--- config.mk ---
export PLATFORM = sky130hd
export DESIGN_NAME = openadc_top
export DESIGN_NICKNAME = d
export VERILOG_FILES = /design/src/source/openadc_pkg.sv /design/src/source/openadc_top.sv /design/src/source/capture_readout.sv /design/src/source/capture_channel.sv /design/src/source/trigger_unit.sv /design/src/source/openadc_regs.sv
export SDC_FILE = /design/constraint.sdc
export NUM_CORES = 2
export LEC_CHECK = 0
export BUFFER_PORTS_ARGS = -buffer_cell sky130_fd_sc_hd__buf_2
export CELL_PAD_IN_SITES_DETAIL_PLACEMENT = 0
export CELL_PAD_IN_SITES_GLOBAL_PLACEMENT = 2
export CORE_UTILIZATION = 25
export DETAILED_ROUTE_END_ITERATION = 8
export HOLD_SLACK_MARGIN = 0.03
export PLACE_DENSITY = 0.53
export RECOVER_POWER = 50
export SLEW_MARGIN = 25
export SYNTH_ARGS = -nofsm -noshare
export SYNTH_HDL_FRONTEND = slang
export SYNTH_SLANG_ARGS = --single-unit
--- constraint.sdc ---
create_clock -name clk_usb -period 7.17 [get_ports clk_usb]
set_input_delay 2.151 -clock clk_usb [delete_from_list [all_inputs] [get_ports clk_usb]]
set_output_delay 2.151 -clock clk_usb [all_outputs]
set_load 0.01 [all_outputs]
--- src/source/openadc_pkg.sv ---
package openadc_pkg;

   // host register map in byte addresses
   typedef enum logic [7:0] {
      SETTINGS    = 8'h01,
      STATUS      = 8'h02,
      FIFO_DATA   = 8'h03,
      ECHO        = 8'h04,
      VERSION     = 8'h06,
      DECIMATE    = 8'h0F,  // 2 bytes
      SAMPLES     = 8'h10,  // 2 bytes
      TRIGGER_DUR = 8'h14,  // 4 bytes
      OFFSET      = 8'h1A,  // 4 bytes
      SOFT_RESET  = 8'h1C,
      CHANNEL_SEL = 8'h30
   } reg_addr_e;

   typedef enum logic [1:0] {
      IDLE,
      ARMED,
      DELAY,
      CAPTURE
   } trig_state_e;

   // SETTINGS bit positions
   localparam int SET_TRIG_RISING_BIT = 2;
   localparam int SET_ARM_BIT         = 3;
   localparam int SET_TRIG_NOW_BIT    = 6;

   // STATUS bit positions
   localparam int STAT_ARMED_BIT = 0;
   localparam int STAT_BUSY_BIT  = 1;
   localparam int STAT_DONE_BIT  = 2;

   // values loaded by hard or soft reset
   localparam logic [7:0]  SETTINGS_DEFAULT = 8'h04;  // rising edge trigger
   localparam logic [15:0] DECIMATE_DEFAULT = 16'h0000;
   localparam logic [15:0] SAMPLES_DEFAULT  = 16'd64;
   localparam logic [31:0] OFFSET_DEFAULT   = 32'h0000_0000;

   localparam logic [15:0] VERSION_VALUE = 16'h0A13;  // read only

   localparam int SAMPLE_W = 8;

endpackage
--- src/source/openadc_top.sv ---
`timescale 1ns/1ps

module openadc_top #(
   parameter int pNUM_CH       = 4,
   parameter int pDEPTH_W      = 6,
   parameter int pBYTECNT_SIZE = 7
) (
   input  logic                                     clk_usb,
   input  logic                                     reset,
   input  logic [7:0]                               reg_address_i,
   input  logic [pBYTECNT_SIZE-1:0]                 reg_bytecnt_i,
   input  logic [7:0]                               reg_data_i,
   input  logic                                     reg_read_i,
   input  logic                                     reg_write_i,
   input  logic                                     trigger_i,
   input  logic [pNUM_CH*openadc_pkg::SAMPLE_W-1:0] adc_data_i,
   output logic [7:0]                               reg_data_o,
   output logic                                     capture_start_o
);

   localparam int SW = openadc_pkg::SAMPLE_W;

   logic                    sys_reset;  // pin reset or soft reset
   logic                    arm;
   logic                    trig_rising;
   logic                    trig_now;
   logic [31:0]             offset;
   logic [15:0]             decimate;
   logic [15:0]             samples;
   logic [7:0]              chan_sel;
   logic                    fifo_rd;
   logic                    chan_clear;
   logic                    armed;
   logic                    busy;
   logic [31:0]             trig_duration;
   logic                    all_done;
   logic [SW-1:0]           fifo_data;
   logic [pDEPTH_W-1:0]     rd_addr;
   logic [pNUM_CH*SW-1:0]   chan_data;
   logic [pNUM_CH-1:0]      chan_done;

   openadc_regs #(
      .pBYTECNT_SIZE (pBYTECNT_SIZE)
   ) openadc_regs_i (
      .clk_usb         (clk_usb),
      .reset_i         (reset),
      .reg_address_i   (reg_address_i),
      .reg_bytecnt_i   (reg_bytecnt_i),
      .reg_data_i      (reg_data_i),
      .reg_read_i      (reg_read_i),
      .reg_write_i     (reg_write_i),
      .armed_i         (armed),
      .busy_i          (busy),
      .all_done_i      (all_done),
      .trig_duration_i (trig_duration),
      .fifo_data_i     (fifo_data),
      .reg_data_o      (reg_data_o),
      .reset_o         (sys_reset),
      .arm_o           (arm),
      .trig_rising_o   (trig_rising),
      .trig_now_o      (trig_now),
      .offset_o        (offset),
      .decimate_o      (decimate),
      .samples_o       (samples),
      .chan_sel_o      (chan_sel),
      .fifo_rd_o       (fifo_rd),
      .chan_clear_o    (chan_clear)
   );

   trigger_unit trigger_unit_i (
      .clk_usb         (clk_usb),
      .reset_i         (sys_reset),
      .trigger_i       (trigger_i),
      .arm_i           (arm),
      .trig_rising_i   (trig_rising),
      .trig_now_i      (trig_now),
      .offset_i        (offset),
      .all_done_i      (all_done),
      .armed_o         (armed),
      .busy_o          (busy),
      .capture_start_o (capture_start_o),
      .trig_duration_o (trig_duration)
   );

   for (genvar g = 0; g < pNUM_CH; g++) begin : gen_ch
      capture_channel #(
         .pDEPTH_W (pDEPTH_W)
      ) capture_channel_i (
         .clk_usb         (clk_usb),
         .reset_i         (sys_reset),
         .adc_data_i      (adc_data_i[g*SW +: SW]),
         .capture_start_i (capture_start_o),
         .decimate_i      (decimate),
         .samples_i       (samples),
         .rd_addr_i       (rd_addr),
         .rd_data_o       (chan_data[g*SW +: SW]),
         .done_o          (chan_done[g])
      );
   end

   capture_readout #(
      .pNUM_CH  (pNUM_CH),
      .pDEPTH_W (pDEPTH_W)
   ) capture_readout_i (
      .clk_usb      (clk_usb),
      .reset_i      (sys_reset),
      .chan_sel_i   (chan_sel),
      .chan_clear_i (chan_clear),
      .fifo_rd_i    (fifo_rd),
      .chan_data_i  (chan_data),
      .chan_done_i  (chan_done),
      .rd_addr_o    (rd_addr),
      .fifo_data_o  (fifo_data),
      .all_done_o   (all_done)
   );

endmodule

--- src/source/capture_readout.sv ---
`timescale 1ns/1ps

module capture_readout #(
   parameter int pNUM_CH  = 4,
   parameter int pDEPTH_W = 6
) (
   input  logic                                     clk_usb,
   input  logic                                     reset_i,
   input  logic [7:0]                               chan_sel_i,
   input  logic                                     chan_clear_i,
   input  logic                                     fifo_rd_i,
   input  logic [pNUM_CH*openadc_pkg::SAMPLE_W-1:0] chan_data_i,
   input  logic [pNUM_CH-1:0]                       chan_done_i,
   output logic [pDEPTH_W-1:0]                      rd_addr_o,
   output logic [openadc_pkg::SAMPLE_W-1:0]         fifo_data_o,
   output logic                                     all_done_o
);

   localparam int SW = openadc_pkg::SAMPLE_W;

   // one pointer shared by all channel stores
   always_ff @(posedge clk_usb) begin
      if (reset_i) begin
         rd_addr_o <= '0;
      end else if (chan_clear_i) begin
         rd_addr_o <= '0;  // new channel selected
      end else if (fifo_rd_i) begin
         rd_addr_o <= rd_addr_o + 1'b1;  // wraps at store depth
      end
   end

   always_comb begin
      fifo_data_o = '0;  // out of range channel reads zero
      for (int k = 0; k < pNUM_CH; k++) begin
         if (chan_sel_i == k) begin
            fifo_data_o = chan_data_i[k*SW +: SW];
         end
      end
   end

   assign all_done_o = &chan_done_i;

endmodule

--- src/source/capture_channel.sv ---
`timescale 1ns/1ps

module capture_channel #(
   parameter int pDEPTH_W = 6
) (
   input  logic                             clk_usb,
   input  logic                             reset_i,
   input  logic [openadc_pkg::SAMPLE_W-1:0] adc_data_i,
   input  logic                             capture_start_i,
   input  logic [15:0]                      decimate_i,
   input  logic [15:0]                      samples_i,
   input  logic [pDEPTH_W-1:0]              rd_addr_i,
   output logic [openadc_pkg::SAMPLE_W-1:0] rd_data_o,
   output logic                             done_o
);

   localparam logic [pDEPTH_W:0] DEPTH = {1'b1, {pDEPTH_W{1'b0}}};

   logic [openadc_pkg::SAMPLE_W-1:0] mem [0:(1 << pDEPTH_W)-1];

   logic                active;
   logic [15:0]         dec_cnt;
   logic [pDEPTH_W:0]   cnt;
   logic [pDEPTH_W:0]   target;
   logic [pDEPTH_W:0]   target_next;
   logic                store;

   assign target_next = (samples_i > 16'(DEPTH)) ? DEPTH : samples_i[pDEPTH_W:0];
   assign store       = active && (dec_cnt == 16'd0);  // one in decimate+1 cycles

   always_ff @(posedge clk_usb) begin
      if (reset_i) begin
         active  <= 1'b0;
         done_o  <= 1'b0;
         dec_cnt <= 16'd0;
         cnt     <= '0;
         target  <= '0;
      end else if (capture_start_i) begin
         active  <= (samples_i != 16'd0);
         done_o  <= (samples_i == 16'd0);  // nothing to take
         dec_cnt <= 16'd0;
         cnt     <= '0;
         target  <= target_next;
      end else if (active) begin
         dec_cnt <= (dec_cnt == decimate_i) ? 16'd0 : dec_cnt + 16'd1;
         if (store) begin
            cnt <= cnt + 1'b1;
            if (cnt + 1'b1 == target) begin
               active <= 1'b0;
               done_o <= 1'b1;
            end
         end
      end
   end

   always_ff @(posedge clk_usb) begin
      if (store) begin
         mem[cnt[pDEPTH_W-1:0]] <= adc_data_i;
      end
   end

   assign rd_data_o = mem[rd_addr_i];  // async read for the readout mux

endmodule

--- src/source/trigger_unit.sv ---
`timescale 1ns/1ps

module trigger_unit (
   input  logic        clk_usb,
   input  logic        reset_i,
   input  logic        trigger_i,
   input  logic        arm_i,
   input  logic        trig_rising_i,
   input  logic        trig_now_i,
   input  logic [31:0] offset_i,
   input  logic        all_done_i,
   output logic        armed_o,
   output logic        busy_o,
   output logic        capture_start_o,
   output logic [31:0] trig_duration_o
);

   openadc_pkg::trig_state_e state;

   logic        trig_q;
   logic        trig_q2;
   logic        arm_q;
   logic [31:0] delay_cnt;
   logic        measuring;
   logic        trig_active;
   logic        trig_edge;
   logic        fire;

   assign trig_active = (trig_q == trig_rising_i);  // active level follows edge select
   assign trig_edge   = trig_rising_i ? (trig_q & ~trig_q2) : (~trig_q & trig_q2);
   assign fire        = (state == openadc_pkg::ARMED) && (trig_now_i || trig_edge);

   assign armed_o = (state == openadc_pkg::ARMED);
   assign busy_o  = (state == openadc_pkg::DELAY) || (state == openadc_pkg::CAPTURE);

   always_ff @(posedge clk_usb) begin
      if (reset_i) begin
         trig_q  <= 1'b0;
         trig_q2 <= 1'b0;
         arm_q   <= 1'b0;
      end else begin
         trig_q  <= trigger_i;
         trig_q2 <= trig_q;
         arm_q   <= arm_i;
      end
   end

   always_ff @(posedge clk_usb) begin
      if (reset_i) begin
         state           <= openadc_pkg::IDLE;
         delay_cnt       <= 32'd0;
         capture_start_o <= 1'b0;
      end else begin
         capture_start_o <= 1'b0;
         case (state)
            openadc_pkg::IDLE: begin
               if (arm_i && !arm_q) state <= openadc_pkg::ARMED;  // arm rising edge
            end
            openadc_pkg::ARMED: begin
               if (fire) begin
                  state     <= openadc_pkg::DELAY;
                  delay_cnt <= 32'd0;
               end
            end
            openadc_pkg::DELAY: begin
               if (delay_cnt == offset_i) begin
                  capture_start_o <= 1'b1;
                  state           <= openadc_pkg::CAPTURE;
               end else begin
                  delay_cnt <= delay_cnt + 32'd1;
               end
            end
            openadc_pkg::CAPTURE: begin
               // done flags still hold the last run during the start pulse
               if (all_done_i && !capture_start_o) state <= openadc_pkg::IDLE;
            end
            default: state <= openadc_pkg::IDLE;
         endcase
      end
   end

   always_ff @(posedge clk_usb) begin
      if (reset_i) begin
         trig_duration_o <= 32'd0;
         measuring       <= 1'b0;
      end else if (fire) begin
         trig_duration_o <= {31'd0, trig_active};
         measuring       <= trig_active;
      end else if (measuring) begin
         if (trig_active) trig_duration_o <= trig_duration_o + 32'd1;
         else             measuring <= 1'b0;  // freeze at first inactive cycle
      end
   end

endmodule

--- src/source/openadc_regs.sv ---
`timescale 1ns/1ps

module openadc_regs #(
   parameter int pBYTECNT_SIZE = 7
) (
   input  logic                             clk_usb,
   input  logic                             reset_i,
   input  logic [7:0]                       reg_address_i,
   input  logic [pBYTECNT_SIZE-1:0]         reg_bytecnt_i,
   input  logic [7:0]                       reg_data_i,
   input  logic                             reg_read_i,
   input  logic                             reg_write_i,
   input  logic                             armed_i,
   input  logic                             busy_i,
   input  logic                             all_done_i,
   input  logic [31:0]                      trig_duration_i,
   input  logic [openadc_pkg::SAMPLE_W-1:0] fifo_data_i,
   output logic [7:0]                       reg_data_o,
   output logic                             reset_o,
   output logic                             arm_o,
   output logic                             trig_rising_o,
   output logic                             trig_now_o,
   output logic [31:0]                      offset_o,
   output logic [15:0]                      decimate_o,
   output logic [15:0]                      samples_o,
   output logic [7:0]                       chan_sel_o,
   output logic                             fifo_rd_o,
   output logic                             chan_clear_o
);

   logic [7:0]  settings_r;
   logic [7:0]  echo_r;
   logic [7:0]  chan_sel_r;
   logic [15:0] decimate_r;
   logic [15:0] samples_r;
   logic [31:0] offset_r;
   logic        soft_reset_r;
   logic [7:0]  status_w;

   // picks one byte lane of a word and gives zero beyond lane 3
   function automatic logic [7:0] lane_of(input logic [31:0]              word,
                                          input logic [pBYTECNT_SIZE-1:0] idx);
      logic [7:0] res;
      res = 8'h00;
      if (idx < 4) begin
         res = word[idx[1:0]*8 +: 8];
      end
      return res;
   endfunction

   assign reset_o = reset_i | soft_reset_r;

   assign arm_o         = settings_r[openadc_pkg::SET_ARM_BIT];
   assign trig_rising_o = settings_r[openadc_pkg::SET_TRIG_RISING_BIT];
   assign trig_now_o    = settings_r[openadc_pkg::SET_TRIG_NOW_BIT];
   assign offset_o      = offset_r;
   assign decimate_o    = decimate_r;
   assign samples_o     = samples_r;
   assign chan_sel_o    = chan_sel_r;

   // readout strobes in the same cycle as the bus access
   assign fifo_rd_o    = reg_read_i && (reg_address_i == openadc_pkg::FIFO_DATA);
   assign chan_clear_o = reg_write_i && (reg_address_i == openadc_pkg::CHANNEL_SEL);

   always_comb begin
      status_w = 8'h00;
      status_w[openadc_pkg::STAT_ARMED_BIT] = armed_i;
      status_w[openadc_pkg::STAT_BUSY_BIT]  = busy_i;
      status_w[openadc_pkg::STAT_DONE_BIT]  = all_done_i;
   end

   always_ff @(posedge clk_usb) begin
      if (reset_o) begin
         settings_r <= openadc_pkg::SETTINGS_DEFAULT;
         echo_r     <= 8'h00;
         chan_sel_r <= 8'h00;
         decimate_r <= openadc_pkg::DECIMATE_DEFAULT;
         samples_r  <= openadc_pkg::SAMPLES_DEFAULT;
         offset_r   <= openadc_pkg::OFFSET_DEFAULT;
      end else if (reg_write_i) begin
         case (reg_address_i)
            openadc_pkg::SETTINGS:    settings_r <= reg_data_i;
            openadc_pkg::ECHO:        echo_r     <= reg_data_i;
            openadc_pkg::CHANNEL_SEL: chan_sel_r <= reg_data_i;
            openadc_pkg::DECIMATE: begin
               if (reg_bytecnt_i < 2) begin
                  decimate_r[reg_bytecnt_i[0]*8 +: 8] <= reg_data_i;
               end
            end
            openadc_pkg::SAMPLES: begin
               if (reg_bytecnt_i < 2) begin
                  samples_r[reg_bytecnt_i[0]*8 +: 8] <= reg_data_i;
               end
            end
            openadc_pkg::OFFSET: begin
               if (reg_bytecnt_i < 4) begin
                  offset_r[reg_bytecnt_i[1:0]*8 +: 8] <= reg_data_i;
               end
            end
            default: ;
         endcase
      end
   end

   // soft reset bit survives its own reset and only the pin clears it
   always_ff @(posedge clk_usb) begin
      if (reset_i) begin
         soft_reset_r <= 1'b0;
      end else if (reg_write_i && (reg_address_i == openadc_pkg::SOFT_RESET)) begin
         soft_reset_r <= reg_data_i[0];
      end
   end

   always_ff @(posedge clk_usb) begin
      if (reset_o) begin
         reg_data_o <= 8'h00;
      end else if (reg_read_i) begin
         case (reg_address_i)
            openadc_pkg::SETTINGS:    reg_data_o <= settings_r;
            openadc_pkg::STATUS:      reg_data_o <= status_w;
            openadc_pkg::FIFO_DATA:   reg_data_o <= fifo_data_i;
            openadc_pkg::ECHO:        reg_data_o <= echo_r;
            openadc_pkg::VERSION:     reg_data_o <= lane_of({16'h0000, openadc_pkg::VERSION_VALUE},
                                                            reg_bytecnt_i);
            openadc_pkg::DECIMATE:    reg_data_o <= lane_of({16'h0000, decimate_r}, reg_bytecnt_i);
            openadc_pkg::SAMPLES:     reg_data_o <= lane_of({16'h0000, samples_r}, reg_bytecnt_i);
            openadc_pkg::TRIGGER_DUR: reg_data_o <= lane_of(trig_duration_i, reg_bytecnt_i);
            openadc_pkg::OFFSET:      reg_data_o <= lane_of(offset_r, reg_bytecnt_i);
            openadc_pkg::SOFT_RESET:  reg_data_o <= {7'b0, soft_reset_r};
            openadc_pkg::CHANNEL_SEL: reg_data_o <= chan_sel_r;
            default:                  reg_data_o <= 8'h00;
         endcase
      end else begin
         reg_data_o <= 8'h00;  // idle bus reads as zero
      end
   end

endmodule

Word level (Yosys, flattened, before mapping). Memory sizes are Yosys's and may differ from the RTL's. A register that Yosys moved wholly into a read port is not among the register bits. Cells that the tools add are included.

Add/subtract/negate cells: 13. Order comparisons: 3. Equal/unequal tests: 32. Shifts and indexed selects: 9. Mux-type cells: 82. Bitwise gates (word level): 7. Reductions and logical operators: 61.

Operator list (count): variable part select 32 x 6 -> 8 bit (4); one-hot mux 8 bit (11 select lines) (1); zero test 16 bit (5); two-way mux 8 bit (9); adder 16 x 1 -> 16 bit, second input constant (4); adder 32 x 1 -> 32 bit, second input constant (2); equality test 16 bit (4); two-way mux 16 bit (4); two-way mux 32 bit (2); one-hot mux 32 bit (2 select lines) (1); two-way mux 1 bit (48); two-way mux 6 bit (8); negator 4 -> 34 bit (1); negator 5 -> 34 bit (1); variable shift 8 x 34 -> 16 bit, first input constant (1); variable shift 8 x 34 -> 32 bit, first input constant (1); variable part select 8 x 34 -> 16 bit (1); variable part select 8 x 34 -> 32 bit (1); bitwise mux 16 bit (2); bitwise mux 32 bit (1); equality test 32 bit (1); equality test 8 x 2 -> 1 bit, second input constant (4); equality test 8 x 5 -> 1 bit, second input constant (4); variable part select 32 x 6 -> 8 bit, first input constant (1); other kinds (32) (96).

Register bits after elaboration: 281. Memory bits (writable): 2048. Input port bits: 60. Output and inout port bits: 9. Logic and storage cells: 246. Memories: 4.

Memories: gen_ch[0].capture_channel_i.mem (depth 64, width 8, read ports 1, clocked after memory_dff 1, wr ports 1, RTL line capture_channel.sv:19) `logic [openadc_pkg::SAMPLE_W-1:0] mem [0:(1 << pDEPTH_W)-1];`; gen_ch[1].capture_channel_i.mem (depth 64, width 8, read ports 1, clocked after memory_dff 1, wr ports 1, RTL line capture_channel.sv:19); gen_ch[2].capture_channel_i.mem (depth 64, width 8, read ports 1, clocked after memory_dff 1, wr ports 1, RTL line capture_channel.sv:19); gen_ch[3].capture_channel_i.mem (depth 64, width 8, read ports 1, clocked after memory_dff 1, wr ports 1, RTL line capture_channel.sv:19).

Logic depth before layout (Yosys ltp).
Depth in word-level cells: 7. Depth in mapped cells: 15. Depth with buffers taken out: 9.

Modules after synthesis. From an unflattened synthesis, not the netlist that was laid out.

Cell total of the unflattened synthesis: 5572. Area total of the unflattened synthesis: 96304.9 µm².

By module, submodules not included: capture_channel at gen_ch[1].capture_channel_i ... (instances 2, cells an instance 1117, area each 21768.4 µm², seq. area each 16015.4 µm²); capture_channel at gen_ch[3].capture_channel_i (instances 1, cells an instance 1127, area each 21698.3 µm², seq. area each 16015.4 µm²); capture_channel at gen_ch[0].capture_channel_i (instances 1, cells an instance 1140, area each 21677.0 µm², seq. area each 16015.4 µm²); openadc_regs (instances 1, cells an instance 535, area each 4898.4 µm², seq. area each 1941.9 µm²); trigger_unit (instances 1, cells an instance 489, area each 3973.8 µm², seq. area each 1421.4 µm²); capture_readout (instances 1, cells an instance 47, area each 520.5 µm², seq. area each 120.1 µm²).

Worst setup path before layout. OpenSTA, ideal clock, no wires.

Path kind: input -> register. From: input reg_bytecnt_i[0]. To: register openadc_regs_i.offset_r[0] (netlist: openadc_regs_i.offset_o[0]). Setup time: 0.070 ns. Data arrival time: 4.503 ns. Required time: 7.100 ns. Path slack: 2.597 ns. Cell stages on the path: 9. Path buffers: 4. Cell sequence: clkbuf_1 > buf_2 > buf_2 > buf_2 > inv_1 > ha_1 > nor3b_1 > nand3_1 > a21oi_1.

Cells in the longest elaborated chain, start to end: 3. Elaborated cells on any way between the ends: 6. Classes of those cells: add/sub (1); order compare (1); shift (2); mux (1); reduce/logical (1).

RTL lines: start, declared (RTL line openadc_top.sv:11) `input logic [pBYTECNT_SIZE-1:0] reg_bytecnt_i,`; negator 5 -> 34 bit (RTL line openadc_regs.sv:97) `offset_r[reg_bytecnt_i[1:0]*8 +: 8] <= reg_data_i;`; variable part select 8 x 34 -> 32 bit or variable shift 8 x 34 -> 32 bit (tied branches) (RTL line openadc_regs.sv:97); bitwise mux 32 bit (RTL line openadc_regs.sv:97); end signal, assigned (RTL line openadc_regs.sv:79) `offset_r <= openadc_pkg::OFFSET_DEFAULT;`; end signal, assigned by index (RTL line openadc_regs.sv:97); end, declared (RTL line openadc_regs.sv:36) `logic [31:0] offset_r;`.

Parallel ways exist; a longest one is shown, timed or not. A chain may end at the register's enable or synchronous reset.

Final worst setup path.
From: input reset. To: register gen_ch[0].capture_channel_i.dec_cnt[7].

Cells in the longest elaborated chain, start to end: 2.

RTL lines: start, declared (RTL line openadc_top.sv:9) `input logic reset,`; OR 1 bit (RTL line openadc_regs.sv:51) `assign reset_o = reset_i | soft_reset_r;`; OR reduction 2 bit (no line); end signal, assigned (RTL line capture_channel.sv:45) `dec_cnt <= (dec_cnt == decimate_i) ? 16'd0 : dec_cnt + 16'd1;`; end, declared (RTL line capture_channel.sv:22) `logic [15:0] dec_cnt;`.

Every way passes these cells.

==> results.md <==
- Tightest Hold Check Type: reg -> reg
- Count of H-tree levels built during CTS: 5
- Post-route minimum period: 5360 ps
- Maximum number of pins on one net before global-route repair: 80
- Highest metal layer used by the detailed router: met5
- Critical path class: in -> reg
- Power per standard cell area: approximately 260 nW/µm²
- Number of rows created at floorplan: between 200 and 250
- Met3 wirelength from detailed routing: between 15 and 20 mm
- Count of nets left with antenna violations after detail routing: 0
- Worst path max stage delay: ~2000 ps
- Total power of the final layout: about 29000 µW
- Clock Latency Late Sink: approximately 920 ps
- Number of endpoints with negative hold slack in the final report: 0
- Library cell with the largest summed area after synthesis: edfxtp_1
- Synth top area share: roughly 65%
- Number of cells on the critical path: 7
- Result of the run: finished, violations left
- R2R depth: 9
- Routed length on met1: roughly 130 mm
- Area enclosed by the die boundary: ~380000 µm²
- Detailed Route WL: about 290 mm
- Effective utilization at floorplan: approximately a quarter
- Worst path most repeated cell: clkbuf_1
- Worst path bufs/invs: 3
- Die outline width: 619 µm
- Vias in the first global route: ~53000
- Placeable core region: about 380000 µm²
- Peak supply drop: ~0.00017 V
- Number of antenna violations at the first check in global routing: 26
- Synth Instances: 5684
- Category of the worst setup path capture point: flop
- Number of non-filler instances in the completed layout: 11000
- Post-synth design cell area: about 95000 µm²
- Synth area leaders: edfxtp_1 65%, mux4_2 10%, dfxtp_1 6.0%
- Worst-path fanout max: 39
- Worst path arrival time: roughly 6100 ps
- Number of flops mapped to enable cells by yosys: between 2000 and 2500
- Share of async-settable or async-resettable flops after synthesis: 0%
- Number of instances resized during post-cts repair: 0
- Buffers inserted by post-CTS timing repair: 0
- Number of nets in the finished design: between 5000 and 6000
- Global placer's final weighted congestion: 0.757
- Share of post-route cells with drive strength above 1: roughly 17%
- Sequential-to-total area share from yosys stat: between 70% and 80%
- Achievable frequency: between 0.15 and 0.2 GHz
- Period utilisation layout: 74.7%
- Critical-path cell list: clkbuf_1, or2_0, nor2_1, clkbuf_1, o21ai_0, clkbuf_1, nor2_1
- Grt total ovfl: 0
- Initial drt markers: about 3800
- Clock skew: roughly 64 ps
- Max-slew violation count: around 2200
- Count of state elements after synthesis: between 2000 and 2500
- Detailed placer's ending HPWL: approximately 180 mm
- Area growth from synthesis to layout: 14.7%
- Maximum Capacitance Violations: 36
- Crit path setup slack, layout: 1810 ps
- Failing checks: max-capacitance violations, max-slew violations
- Height of the die: around 620 µm
- Unrepaired setup endpoints after global routing: false
- Wire length of the first global-routing pass: approximately 410 mm
- Synth cell types: a little under 90
- Warning count from the yosys run: 0
- Cell at the slowest stage of the critical path: or2_0
- Synthesized net count: between 5000 and 6000
- Crit path required time: approximately 7900 ps
- Overall via count from detail_route: between 50000 and 60000
- Combined global-route utilization of all metal layers: between 10% and 20%
- Cell type group with the largest total delay on the critical path: simple AND/OR/NAND/NOR gates
- Commonest non-fill, non-tap cells in the layout: 2048 x edfxtp_1, 469 x nor2_1, 428 x mux4_2, 341 x nand2_1, 285 x mux2i_1
- Number of buffers created by CTS: approximately 280
- Sinks on Clock Net: ~2300
- Count of placed standard cells including taps: 10500
- Avg Synthesized Cell Area: roughly 17 µm²
- Remaining design rule violation count: 0
- Boundary Pins: 69
- Clock root buffer: clkbuf_16
- Hold bufs inserted after CTS: 0
- Worst slew margin relative to its limit: -136%
- Average via count per standard cell: approximately 4.7
- Max Root-Sink Buffers: 4
- CTS clock-pin slew for the worst setup and hold paths: 60 ps
- Most common cell after layout, fill and taps aside: edfxtp_1
- Met2 WL post-DR: 136 mm
- Port Buffer Count: approximately 70
- Slew of the pin with the lowest slew margin: roughly 3500 ps
- # setup viols final: 0
- Total negative slack for setup checks: 0 ps
- Clock tree from TritonCTS: done
- Wire length per cell: ~26 µm
- Commonest register cell after synthesis: edfxtp_1
- Initial DRT Pass Iterations: 6
- Kind of start point of the critical path: primary input
- Hold path depth: 2
- Leakage power: 0.0330 µW
- Minimum setup slack after placement: ~1900 ps
where the power goes:
group | internal [µW] | switching, µW
clock | 7780 | 5720
combinational | 64.7 | 351
sequential | 14800 | 11.7
total | 22700 | 6080
cell families after synthesis:
logic type	synth area share (%)
xor gates and xnor gates	2.38
DFF	70.6
AOI/OAI and AO/OA	4.28
muxes	13.7
adders and majority gates	0.315
buffers and inverters	2.45
and+or+nand+nor	6.35
flip-flops by register name, indices dropped and copies added (netlist names), 2 cells and up, named ones only:
register	flops
openadc_regs_i.echo_r	8
openadc_regs_i.chan_sel_o	8
openadc_regs_i.samples_o	16
trigger_unit_i.trig_duration_o	32
openadc_regs_i.decimate_o	16
gen_ch.capture_channel_i.cnt	28
gen_ch.capture_channel_i.target	7
gen_ch.capture_channel_i.dec_cnt	64
trigger_unit_i.delay_cnt	32
capture_readout_i.rd_addr_o	6
openadc_regs_i.reg_data_o	8
gen_ch.capture_channel_i.mem	2048
gen_ch.capture_channel_i.done_o	4
gen_ch.capture_channel_i.active	4
trigger_unit_i.state	2
openadc_regs_i.offset_o	32
openadc_regs_i.settings_r	8
layout make-up:
class | count | area (µm²)
Multi-Input combinational cell | 2959 | 25800
Clock inverter | 140 | 1250
Sequential cell | 2335 | 67300
Inverter | 41 | 163
Timing Repair Buffer | 194 | 1240
Tap cell | 5016 | 6280
Antenna cell | 4 | 10.0
Clock buffer | 347 | 7300
Fill cell | 37600 | 270000
cells in the mapped netlist, drive strengths merged, types with 7 or more instances:
library cell  number
nor4b              8
and4               9
a211oi            25
nor2b             19
xnor2             62
o21ai            114
o22ai             20
clkbuf           180
a311oi             8
nand2b            18
o221ai            13
mux4             438
inv               39
edfxtp          2048
or3b               7
or2               13
ha                24
nand3b            12
or3               35
a22oi             49
and2              22
dfxtp            287
nor2             485
nand4             55
a21oi            184
nand2            341
o211ai            10
nor4              56
xor2             197
mux2              24
and3              37
o31ai              7
nand3            135
a221o             21
nor3              55
mux2i            285
a221oi            78
a31oi             16
a41oi              7
buf              169
worst paths after layout:
check	from	slack [ps]	end
min	gen_ch[0].capture_channel_i.done_o$_SDFFE_PP0P_	450	gen_ch[0].capture_channel_i.done_o$_SDFFE_PP0P_
min reg2reg	gen_ch[0].capture_channel_i.done_o$_SDFFE_PP0P_	450	gen_ch[0].capture_channel_i.done_o$_SDFFE_PP0P_
max	reset	1810	gen_ch[0].capture_channel_i.dec_cnt[7]$_SDFFE_PP0P_
max reg2reg	flop	2100	openadc_regs_i.reg_data_o[5]$_SDFF_PP0_
per-stage QoR:
stage	utilization [%]	hold slack [ps]	instance area [µm²]
global route	28.8	466	109000
finish	28.8	451	109000
CTS	28.9	448	109000
detailed placement	26.6	439	101000
floorplan	-	422	95300
global placement	26.6	441	101000
layer usage:
metal | up-vias | global-route usage (%)
li1 | 22700 | -
met5 | - | 0
met2 | 1399 | 24.2
met1 | 27200 | 20.1
met4 | 14 | 4.29
met3 | 416 | 2.55
worst register-to-register path, stage by stage (launching register included):
cell,delay [ps]
dfxtp_4,700
buf_4,520
buf_4,690
mux4_2,680
o21ai_0,180
a21oi_1,150
a2111oi_1,1090
a31o_1,400
a221o_1,360
a41oi_1,160
Note: power is estimated with default switching activity, not from simulation.
